**src/common/rename_macros.svh**
```systemverilog
// sizing for the rename subsystem; the ROB depth must be a power of two and match the id width
`ifndef RENAME_MACROS_SVH
`define RENAME_MACROS_SVH

// data width of one integer register
`define RENAME_XLEN 32

// reorder buffer entries and log2 of that count
`define RENAME_ROB_DEPTH 8
`define RENAME_ROB_ID_W 3

`endif

```
**src/common/rename_pkg.sv**
```systemverilog
// shared types for rename and retire; widths come from rename_macros.svh, 32 arch registers fixed
`include "rename_macros.svh"

package rename_pkg;

  // one register value
  typedef logic [`RENAME_XLEN-1:0] word_t;

  // architectural register index, x0 reads zero
  typedef logic [4:0] arch_reg_t;

  // reorder buffer entry id
  typedef logic [`RENAME_ROB_ID_W-1:0] rob_id_t;

  // retire machine states
  typedef enum logic {
    ret_run,
    ret_flush
  } retire_state_t;

endpackage

```
**src/rat/rat.sv**
```systemverilog
// register alias table; reads are combinational and forward a same-cycle writeback, x0 is hardwired
`timescale 1ns/1ns
`include "rename_macros.svh"

module rat (
  input  logic                clk,
  input  logic                reset,
  input  rename_pkg::arch_reg_t rename_rs1,
  input  rename_pkg::arch_reg_t rename_rs2,
  input  logic                rename_alloc,
  input  rename_pkg::arch_reg_t rename_rd,
  input  rename_pkg::rob_id_t rename_robid,
  input  logic                wb_valid,
  input  logic                wb_error,
  input  rename_pkg::rob_id_t wb_robid,
  input  logic                wb_has_rd,
  input  rename_pkg::arch_reg_t wb_rd,
  input  rename_pkg::word_t   wb_result,
  input  logic                rob_flush,
  input  logic                commit,
  input  logic                head_has_rd,
  input  rename_pkg::arch_reg_t head_rd,
  input  rename_pkg::word_t   head_result,
  output logic                rs1_valid,
  output rename_pkg::word_t   rs1_tagval,
  output logic                rs2_valid,
  output rename_pkg::word_t   rs2_tagval
);

  logic [31:0]         valid_flag;
  logic [31:0]         committed_flag;
  rename_pkg::rob_id_t tag_mem [32];
  rename_pkg::word_t   spec_mem [32];
  rename_pkg::word_t   comm_mem [32];

  logic wb_write;
  logic fwd_rs1;
  logic fwd_rs2;
  logic rd_write;
  logic comm_write;

  // writeback only lands while it is still the newest producer of its register
  assign wb_write = wb_valid && !wb_error && wb_has_rd && (wb_rd != '0) &&
                    (wb_robid == tag_mem[wb_rd]);
  assign fwd_rs1 = wb_write && (wb_rd == rename_rs1);
  assign fwd_rs2 = wb_write && (wb_rd == rename_rs2);

  // renames of x0 never take a tag
  assign rd_write = rename_alloc && (rename_rd != '0);
  assign comm_write = commit && head_has_rd && (head_rd != '0);

  // flags; a rename clear beats a writeback set on the same register
  always_ff @(posedge clk) begin
    if (reset || rob_flush) begin
      valid_flag <= '1;
      committed_flag <= '1;
    end else begin
      if (wb_write) begin
        valid_flag[wb_rd] <= 1'b1;
      end
      if (rd_write) begin
        valid_flag[rename_rd] <= 1'b0;
        committed_flag[rename_rd] <= 1'b0;
      end
    end
  end

  always_ff @(posedge clk) begin
    if (rd_write) begin
      tag_mem[rename_rd] <= rename_robid;
    end
  end

  always_ff @(posedge clk) begin
    if (wb_write) begin
      spec_mem[wb_rd] <= wb_result;
    end
  end

  // architectural state, zero after reset
  always_ff @(posedge clk) begin
    if (reset) begin
      for (int i = 0; i < 32; i++) begin
        comm_mem[i] <= '0;
      end
    end else if (comm_write) begin
      comm_mem[head_rd] <= head_result;
    end
  end

  // forward, x0, committed, speculative, then the pending tag
  function automatic rename_pkg::word_t read_src(input rename_pkg::arch_reg_t rs,
                                                 input logic fwd);
    rename_pkg::word_t val;
    if (fwd) begin
      val = wb_result;
    end else if (rs == '0) begin
      val = '0;
    end else if (committed_flag[rs]) begin
      val = comm_mem[rs];
    end else if (valid_flag[rs]) begin
      val = spec_mem[rs];
    end else begin
      val = {{(`RENAME_XLEN-`RENAME_ROB_ID_W){1'b0}}, tag_mem[rs]};
    end
    return val;
  endfunction

  always_comb begin
    rs1_valid = valid_flag[rename_rs1] || fwd_rs1;
    rs2_valid = valid_flag[rename_rs2] || fwd_rs2;
    rs1_tagval = read_src(rename_rs1, fwd_rs1);
    rs2_tagval = read_src(rename_rs2, fwd_rs2);
  end

endmodule

```
**src/rob/rob_ptr_counter.sv**
```systemverilog
// ROB head/tail pointers; depth must be a power of two so the pointers wrap on their own
`timescale 1ns/1ns
`include "rename_macros.svh"

module rob_ptr_counter (
  input  logic                clk,
  input  logic                reset,
  input  logic                alloc,
  input  logic                commit,
  input  logic                rob_flush,
  output rename_pkg::rob_id_t head,
  output rename_pkg::rob_id_t tail,
  output logic                full,
  output logic                empty
);

  localparam logic [`RENAME_ROB_ID_W:0] depth_cnt = `RENAME_ROB_DEPTH;

  // one extra bit so full and empty differ
  logic [`RENAME_ROB_ID_W:0] count;

  always_ff @(posedge clk) begin
    if (reset || rob_flush) begin
      head <= '0;
      tail <= '0;
      count <= '0;
    end else begin
      if (alloc) begin
        tail <= tail + 1'b1;
      end
      if (commit) begin
        head <= head + 1'b1;
      end
      // alloc and commit together leave the count alone
      if (alloc && !commit) begin
        count <= count + 1'b1;
      end else if (commit && !alloc) begin
        count <= count - 1'b1;
      end
    end
  end

  assign full = (count == depth_cnt);
  assign empty = (count == '0);

endmodule

```
**src/rob/rob_store.sv**
```systemverilog
// ROB entry storage; writebacks are trusted to target allocated entries only
`timescale 1ns/1ns
`include "rename_macros.svh"

module rob_store (
  input  logic                  clk,
  input  logic                  reset,
  input  logic                  alloc,
  input  rename_pkg::rob_id_t   tail,
  input  logic                  rename_has_rd,
  input  rename_pkg::arch_reg_t rename_rd,
  input  logic                  wb_valid,
  input  rename_pkg::rob_id_t   wb_robid,
  input  rename_pkg::word_t     wb_result,
  input  logic                  wb_error,
  input  rename_pkg::rob_id_t   head,
  input  logic                  rob_flush,
  output logic                  head_done,
  output logic                  head_error,
  output logic                  head_has_rd,
  output rename_pkg::arch_reg_t head_rd,
  output rename_pkg::word_t     head_result,
  output logic                  wb_has_rd,
  output rename_pkg::arch_reg_t wb_rd
);

  logic [`RENAME_ROB_DEPTH-1:0] done_flag;
  logic [`RENAME_ROB_DEPTH-1:0] error_flag;
  logic [`RENAME_ROB_DEPTH-1:0] has_rd_flag;
  rename_pkg::arch_reg_t        rd_mem [`RENAME_ROB_DEPTH];
  rename_pkg::word_t            result_mem [`RENAME_ROB_DEPTH];

  // done marks a finished entry
  always_ff @(posedge clk) begin
    if (reset || rob_flush) begin
      done_flag <= '0;
    end else begin
      if (wb_valid) begin
        done_flag[wb_robid] <= 1'b1;
      end
      if (alloc) begin
        done_flag[tail] <= 1'b0;
      end
    end
  end

  // destination recorded at allocation
  always_ff @(posedge clk) begin
    if (alloc) begin
      has_rd_flag[tail] <= rename_has_rd;
      rd_mem[tail] <= rename_rd;
    end
  end

  // error is only meaningful once done is set
  always_ff @(posedge clk) begin
    if (wb_valid) begin
      error_flag[wb_robid] <= wb_error;
      result_mem[wb_robid] <= wb_result;
    end
  end

  assign head_done = done_flag[head];
  assign head_error = error_flag[head];
  assign head_has_rd = has_rd_flag[head];
  assign head_rd = rd_mem[head];
  assign head_result = result_mem[head];

  // destination lookup for the alias table
  assign wb_has_rd = has_rd_flag[wb_robid];
  assign wb_rd = rd_mem[wb_robid];

endmodule

```
**src/verilog/rename_top.sv**
```systemverilog
// rename and retire top; one rename per cycle, writebacks have no back-pressure
`timescale 1ns/1ns

module rename_top (
  input  logic                  clk,
  input  logic                  reset,
  input  logic                  rename_valid,
  output logic                  rename_ready,
  input  rename_pkg::arch_reg_t rename_rs1,
  input  rename_pkg::arch_reg_t rename_rs2,
  input  logic                  rename_has_rd,
  input  rename_pkg::arch_reg_t rename_rd,
  output rename_pkg::rob_id_t   rename_robid,
  output logic                  rs1_valid,
  output rename_pkg::word_t     rs1_tagval,
  output logic                  rs2_valid,
  output rename_pkg::word_t     rs2_tagval,
  input  logic                  wb_valid,
  input  rename_pkg::rob_id_t   wb_robid,
  input  rename_pkg::word_t     wb_result,
  input  logic                  wb_error,
  output logic                  retire_valid,
  output rename_pkg::arch_reg_t retire_rd,
  output logic                  retire_has_rd,
  output rename_pkg::word_t     retire_result,
  output logic                  flush
);

  rename_pkg::rob_id_t   head;
  rename_pkg::rob_id_t   tail;
  logic                  full;
  logic                  empty;
  logic                  alloc;
  logic                  commit;
  logic                  rob_flush;
  logic                  head_done;
  logic                  head_error;
  logic                  head_has_rd;
  rename_pkg::arch_reg_t head_rd;
  rename_pkg::word_t     head_result;
  logic                  wb_has_rd;
  rename_pkg::arch_reg_t wb_rd;

  // every accepted request takes an entry, even without a destination
  assign rename_ready = !full && !rob_flush;
  assign alloc = rename_valid && rename_ready;
  assign rename_robid = tail;

  assign retire_valid = commit;
  assign retire_rd = head_rd;
  assign retire_has_rd = head_has_rd;
  assign retire_result = head_result;
  assign flush = rob_flush;

  rob_ptr_counter u_ptr (
    .clk(clk), .reset(reset), .alloc(alloc), .commit(commit), .rob_flush(rob_flush),
    .head(head), .tail(tail), .full(full), .empty(empty)
  );

  rob_store u_store (
    .clk(clk), .reset(reset), .alloc(alloc), .tail(tail),
    .rename_has_rd(rename_has_rd), .rename_rd(rename_rd),
    .wb_valid(wb_valid), .wb_robid(wb_robid), .wb_result(wb_result), .wb_error(wb_error),
    .head(head), .rob_flush(rob_flush),
    .head_done(head_done), .head_error(head_error), .head_has_rd(head_has_rd),
    .head_rd(head_rd), .head_result(head_result), .wb_has_rd(wb_has_rd), .wb_rd(wb_rd)
  );

  retire_fsm u_retire (
    .clk(clk), .reset(reset), .empty(empty), .head_done(head_done),
    .head_error(head_error), .commit(commit), .rob_flush(rob_flush)
  );

  // tag recorded only when the request writes a register
  rat u_rat (
    .clk(clk), .reset(reset),
    .rename_rs1(rename_rs1), .rename_rs2(rename_rs2),
    .rename_alloc(alloc && rename_has_rd), .rename_rd(rename_rd), .rename_robid(tail),
    .wb_valid(wb_valid), .wb_error(wb_error), .wb_robid(wb_robid),
    .wb_has_rd(wb_has_rd), .wb_rd(wb_rd), .wb_result(wb_result),
    .rob_flush(rob_flush), .commit(commit),
    .head_has_rd(head_has_rd), .head_rd(head_rd), .head_result(head_result),
    .rs1_valid(rs1_valid), .rs1_tagval(rs1_tagval),
    .rs2_valid(rs2_valid), .rs2_tagval(rs2_tagval)
  );

endmodule

```
**src/verilog/retire_fsm.sv**
```systemverilog
// in-order retire; an errored head costs one flush cycle and never commits
`timescale 1ns/1ns

module retire_fsm (
  input  logic clk,
  input  logic reset,
  input  logic empty,
  input  logic head_done,
  input  logic head_error,
  output logic commit,
  output logic rob_flush
);

  rename_pkg::retire_state_t state;
  rename_pkg::retire_state_t state_next;

  logic head_ready;

  assign head_ready = !empty && head_done;

  always_ff @(posedge clk) begin
    if (reset) begin
      state <= rename_pkg::ret_run;
    end else begin
      state <= state_next;
    end
  end

  always_comb begin
    state_next = state;
    commit = 1'b0;
    rob_flush = 1'b0;
    case (state)
      rename_pkg::ret_run: begin
        if (head_ready && head_error) begin
          state_next = rename_pkg::ret_flush;
        end
        commit = head_ready && !head_error;
      end
      rename_pkg::ret_flush: begin
        // single cycle, then back to normal retire
        rob_flush = 1'b1;
        state_next = rename_pkg::ret_run;
      end
      default: state_next = rename_pkg::ret_run;
    endcase
  end

endmodule
```
**config.mk**
```make
export PLATFORM = sky130hd
export DESIGN_NAME = rename_top
export DESIGN_NICKNAME = d
export VERILOG_FILES = /design/src/common/rename_pkg.sv /design/src/rat/rat.sv /design/src/rob/rob_ptr_counter.sv /design/src/rob/rob_store.sv /design/src/verilog/rename_top.sv /design/src/verilog/retire_fsm.sv
export VERILOG_INCLUDE_DIRS = /design/src /design/src/common
export SDC_FILE = /design/constraint.sdc
export NUM_CORES = 2
export LEC_CHECK = 0
export BUFFER_PORTS_ARGS = -buffer_cell sky130_fd_sc_hd__buf_2
export CAP_MARGIN = 0
export CORE_ASPECT_RATIO = 1.1
export CORE_UTILIZATION = 64
export DETAILED_ROUTE_END_ITERATION = 8
export PLACE_DENSITY = 0.81
export SYNTH_ARGS = -nofsm -noshare
export SYNTH_HDL_FRONTEND = slang
export SYNTH_SLANG_ARGS = --single-unit
```
**constraint.sdc**
```tcl
create_clock -name clk -period 8.2 [get_ports clk]
set_clock_uncertainty 0.1 [all_clocks]
set_input_delay 0 -clock clk [delete_from_list [all_inputs] [get_ports clk]]
set_output_delay 0 -clock clk [all_outputs]
set_load 0.02 [all_outputs]
```
# ---- Word level (Yosys, flattened, before mapping)
# Memories as Yosys holds them, arrays and structs flattened. A register that Yosys moved wholly into a read port is not among the register bits.
# Index checks and enable logic that the tools add are counted.
dict set report totals {
  reg_bits 99
  ram_bits 2440
  out_inout_bits 110
  n_memories 5
}
dict set report op_classes {
  addsub 4
  magnitude_cmp 11
  n_eq_ne 4
  mux 66
  bitwise 8
  n_reduce_logical 39
}
# memory depth word_bits read_ports rd_ports_with_merged_regs wr line
set memory_table {}
lappend memory_table {u_rat.comm_mem 32 32 2 0 32 rat.sv:34} ;# rename_pkg::word_t comm_mem [32];
lappend memory_table {u_rat.spec_mem 32 32 2 0 1 rat.sv:33} ;# rename_pkg::word_t spec_mem [32];
lappend memory_table {u_store.result_mem 8 32 1 1 1 rob_store.sv:31} ;# rename_pkg::word_t result_mem [`RENAME_ROB_DEPTH];
lappend memory_table {u_rat.tag_mem 32 3 3 0 1 rat.sv:32} ;# rename_pkg::rob_id_t tag_mem [32];
lappend memory_table {u_store.rd_mem 8 5 2 1 1 rob_store.sv:30} ;# rename_pkg::arch_reg_t rd_mem [`RENAME_ROB_DEPTH];
# op count
set op_table {}
lappend op_table {{32-bit two-way mux} 12}
lappend op_table {{32-bit bitwise AND} 2}
lappend op_table {{32-bit NOT} 1}
lappend op_table {{32-bit OR} 1}
lappend op_table {{32-bit OR reduction} 1}
lappend op_table {{1-bit two-way mux} 29}
lappend op_table {{5-bit by 6-bit < comparator with 1-bit output, second input constant} 4}
lappend op_table {{8-bit two-way mux} 3}
lappend op_table {{1-bit logical AND} 21}
lappend op_table {{1-bit binary-select mux with 5-bit select} 4}
lappend op_table {{8-bit bitwise mux} 2}
lappend op_table {{5-bit nonzero test} 3}
lappend op_table {{1-bit binary-select mux with 3-bit select} 4}
lappend op_table {{3-bit by 4-bit < comparator with 1-bit output, second input constant} 3}
lappend op_table {{3-bit two-way mux} 4}
lappend op_table {{1-bit demux with 5-bit select} 2}
lappend op_table {{5-bit == test} 2}
lappend op_table {{5-bit by 1-bit >= comparator with 1-bit output, second input constant} 2}
lappend op_table {{5-bit zero test} 2}
lappend op_table {{8-bit bitwise AND} 1}
lappend op_table {{4-bit two-way mux} 2}
lappend op_table {{8-bit NOT} 1}
lappend op_table {{8-bit OR} 1}
lappend op_table {{1-bit zero test} 7}
lappend op_table {{other kinds (13)} 18}

# ---- Longest topological paths before layout
dict set report logic_depth {
  word_depth 12
  mapped_depth 16
  ltp_nobuf 13
}

# ---- Modules after synthesis
# Synthesis repeated with hierarchy kept, for this count alone.
dict set report unflattened {
  hier_cells 6980
  hier_area_um2 125156.3
}
# mod n_inst cells_per_inst area_each_um2 seq_area_each_um2
set by_module_without_submodules {}
lappend by_module_without_submodules {rat 1 6356 111688.4 65663.0}
lappend by_module_without_submodules {rob_store 1 563 12893.6 9529.1}
lappend by_module_without_submodules {rob_ptr_counter 1 54 505.5 200.2}
lappend by_module_without_submodules {retire_fsm 1 4 45.0 20.0}
lappend by_module_without_submodules {rename_top 1 3 23.8 0.0}

# ---- Worst setup path after synthesis
# OpenSTA, ideal clock, no wires.
dict set report synth_path {
  path_kind {reg2reg}
  startpoint {mem u_store.rd_mem[3][4] in the netlist's numbering}
  endpoint {mem u_rat.spec_mem[20][0] in the netlist's numbering, enable pin}
  setup_ps 502
  t_arrival_ps 5934
  path_slack_ps 1665
  path_stages_with_launch 13
  path_buffers 4
  path_cell_list {edfxtp_1 > mux4_1 > mux2_2 > buf_6 > buf_2 > nand2_1 > a311oi_1 > nor4_1 > or3_1 > nand4_1 > clkbuf_1 > buf_1 > nor4_1}
}
# element line
set synth_lines {}
lappend synth_lines {{from (decl)} rob_store.sv:30}
lappend synth_lines {{to (decl)} rat.sv:33}

==> out/qor.csv <==
stage,metric,value,unit
outcome,outcome,"finished, final reports clean",
worst_setup_path,reg2reg_slack,2.34,ns
yosys,seq_area_frac_synth,0.6184,
yosys,ys_warn_count,0,
pwr,ir_drop,0.0002698,V
route,antenna_left,0,
clocking,holdBufCountCts,54,
route,wl_per_cell,41.66,µm
clocking,postCtsSetupBuffers,0,
yosys,synthFlopType,edfxtp_1,
worst_hold_path,hp-class,in2reg,
grt,grt_pass1_wl,562.2,mm
floorplan,dieWidth,418.4,µm
worst_setup_path,critPathKind,reg2out,
yosys,syn_area,122100,µm²
floorplan,initial_core_util,0.6462,
clocking,clk_latency,0.94,ns
placed_design,gp_congestion,0.9934,
route,viasPerCell,7.931,
clocking,cts_sinks,2542,
clocking,cts_resized,0,
sta,finalSetupViolations,0,
clocking,numCtsBuffers,238,
grt,overflow,0,
sta,max_slew.worst_pin.slew,1.324,ns
grt,grtUsageTotal,0.4235,
yosys,ys_types,67,
layout,synthToLayoutAreaGrowth,10.55,%
yosys,ys_seq_elements,2542,
clocking,cts_tree,done,
floorplan,std_cell_rows,167,
layout,num-nets-final,6944,
placed_design,dp_hpwl,233.2,mm
route,first_pass_iters,6,
pwr,total_power,29.12,mW
sta,slew_headroom,0.09869,
worst_setup_path,startpoint,u_store.rd_mem[2][4],
clocking,cts_buffer_depth,3,
route,drc,0,
worst_setup_path,crit_path_max_fanout,33,
sta,fin_crit,6.556,ns
clocking,clk_pin_slew_worst_paths,0.07,ns
yosys,yosys.area.top_type_share,0.6043,
floorplan,fp.dieH,460.0,µm
yosys,avgSynthCellArea,17.98,µm²
pwr,p_leak,45.05,nW
clocking,ctsRootBufferMaster,clkbuf_16,
worst_setup_path,critPathLaunchType,flop,
grt,grt_pass1_vias,76920,
worst_setup_path,cp_data_arrival_time,6.46,ns
sta,whs,0.07344,ns
pwr,powerDensity,215.8,nW/µm²
route,totalWireLength,401.7,mm
route,vias,76480,
sta,maxSlewViolCount,0,
worst_hold_path,min_path_cells,4,
worst_setup_path,r2r_cells,11,
grt,antenna_found_initial,25,
worst_hold_path,min_from,rename_rd[3],
sta,hold_viol,0,
route,drt_iter0_drc,13350,
sta,fin_crit_sh,0.7996,
yosys,async_flop_share,0,
layout,drive_above_1_share,0.3358,
worst_setup_path,r2r_start,u_store.rd_mem[5][2],
placed_design,numPortBuffers,165,
yosys,synth.largest_area_cell,edfxtp_1,
floorplan,die_area,192500,µm²
sta,clock.fmax,152.5,MHz
worst_setup_path,required,8.10,ns
clocking,htreeDepth,4,
floorplan,core,188900,µm²
worst_setup_path,critPathCaptureType,output pin,
floorplan,io_pins,166,
yosys,syn_inst,6787,
run,drv_cap,0,
yosys,synth_common_cells,"edfxtp_1, mux4_2, nor2_1",
sta,tns,0,ns
yosys,synth_edf_count,2456,
grt,grt_max_degree,145,
yosys,synth_most_common_cell,edfxtp_1,
sta,rsz0062_at_grt,no,
yosys,synth_area_leaders,"edfxtp_1, mux4_2, nor2_1, mux2i_1, dfxtp_1",
worst_hold_path,hold_end,u_rat.committed_flag[11],
worst_setup_path,r2r_end,u_rat.spec_mem[22][19],
==> cells by family (layout without fill, tap and decap cells) <==
group / count (synthesis) / in the layout / synth area share
flops: 2542 / 2542 / 0.6184
mux: 1768 / 1768 / 0.2946
simple gates: 1512 / 1512 / 0.05015
buf+inv: 704 / 945 / 0.02246
compound gates: 238 / 238 / 0.01258
xor+xnor: 16 / 16 / 0.001148
fa+ha+maj: 6 / 6 / 0.0006766
other cells: 1 / 81 / 0.00003072
==> cell type report <==
class	instances	area, µm²
well taps	2535	3172
clock buffers	272	6157
diodes	14	35.03
multi-input cells	3607	44930
inverters	82	307.8
clock inverters	180	1814
fillers	10930	53960
repair buffers	411	3035
flip-flops and latches	2542	75480
==> power by group <==
group	internal (mW)	switching, mW
Clock	6.26	5.15
Sequential	14.5	0.158
Combinational	1.17	1.87
==> stage by stage <==
stage | std cells | util | setup WS [ns] | cell area (µm²)
after floorplan | 6853 | - | 1.665 | 122300
after global placement | 9123 | 0.6691 | 2.263 | 126400
after detailed placement | 9123 | 0.6691 | 2.188 | 126400
after CTS | 9629 | 0.7142 | 1.720 | 134900
after global routing | 9631 | 0.7142 | 1.515 | 134900
final | 9643 | 0.7143 | 1.644 | 134900
==> worst max path at each step <==
stage,to,depth (start not counted),slack [ns]
floorplan,u_rat.spec_mem[20][0],12,1.66
global placement,u_rat.spec_mem[22][1],13,2.26
detailed placement,u_rat.spec_mem[22][1],13,2.19
CTS,rs2_tagval[2],10,1.72
global route,rs2_tagval[2],10,1.51
finish,rs2_tagval[2],10,1.64
==> flip-flops by register name, indices dropped and copies added (netlist names), named ones only <==
register	cells
u_ptr.count	4
u_ptr.head	3
u_ptr.tail	3
u_rat.comm_mem	1024
u_rat.committed_flag	32
u_rat.spec_mem	1024
u_rat.tag_mem	96
u_rat.valid_flag	32
u_retire.state	1
u_store.done_flag	8
u_store.error_flag	8
u_store.has_rd_flag	8
u_store.rd_mem	40
u_store.result_mem	256
==> worst max-delay path, cell delays in order (launching register included) <==
cell and delay, ns:
edfxtp_1 0.39, mux4_1 0.57, mux2i_4 0.36, nand2_1 0.23, nor2_1 0.48, a2111o_1 1.07, or3_1 0.84, or4_2 0.31
buf_4 0.69, mux2_2 0.42, buf_2 0.16
==> per-layer routing <==
layer	up-vias	part of all wire	GRT usage
met4	32	0.093	0.3101
li1	27850	-	-
met3	2080	0.15	0.1458
met5	-	0.00055	0
met2	7823	0.46	0.6440
met1	38700	0.30	0.5062
==> cell usage in the layout, fill, tap and decap left out, types with 27 or more instances in the layout <==
cell           synthesis  layout
o21ai_0               79      79
bufinv_16              0      27
clkbuf_16              0     241
clkinv_1               0      66
mux2_2                50      50
mux4_2              1450    1450
nor2_1              1091    1083
edfxtp_1            2456    2456
buf_4                  1     182
clkbuf_1             452      30
nand3_1               28      28
nand2_1              240     205
o22ai_1               58      58
nand2_2                0      35
mux2i_4                3      37
dlygate4sd3_1          0      54
clkinv_2               0      58
buf_2                 34     154
inv_1                 82      82
conb_1                 1      67
nand2b_2               0      31
dfxtp_1               86      82
mux2i_1              264     230
Power figures use the tool's default switching activity.
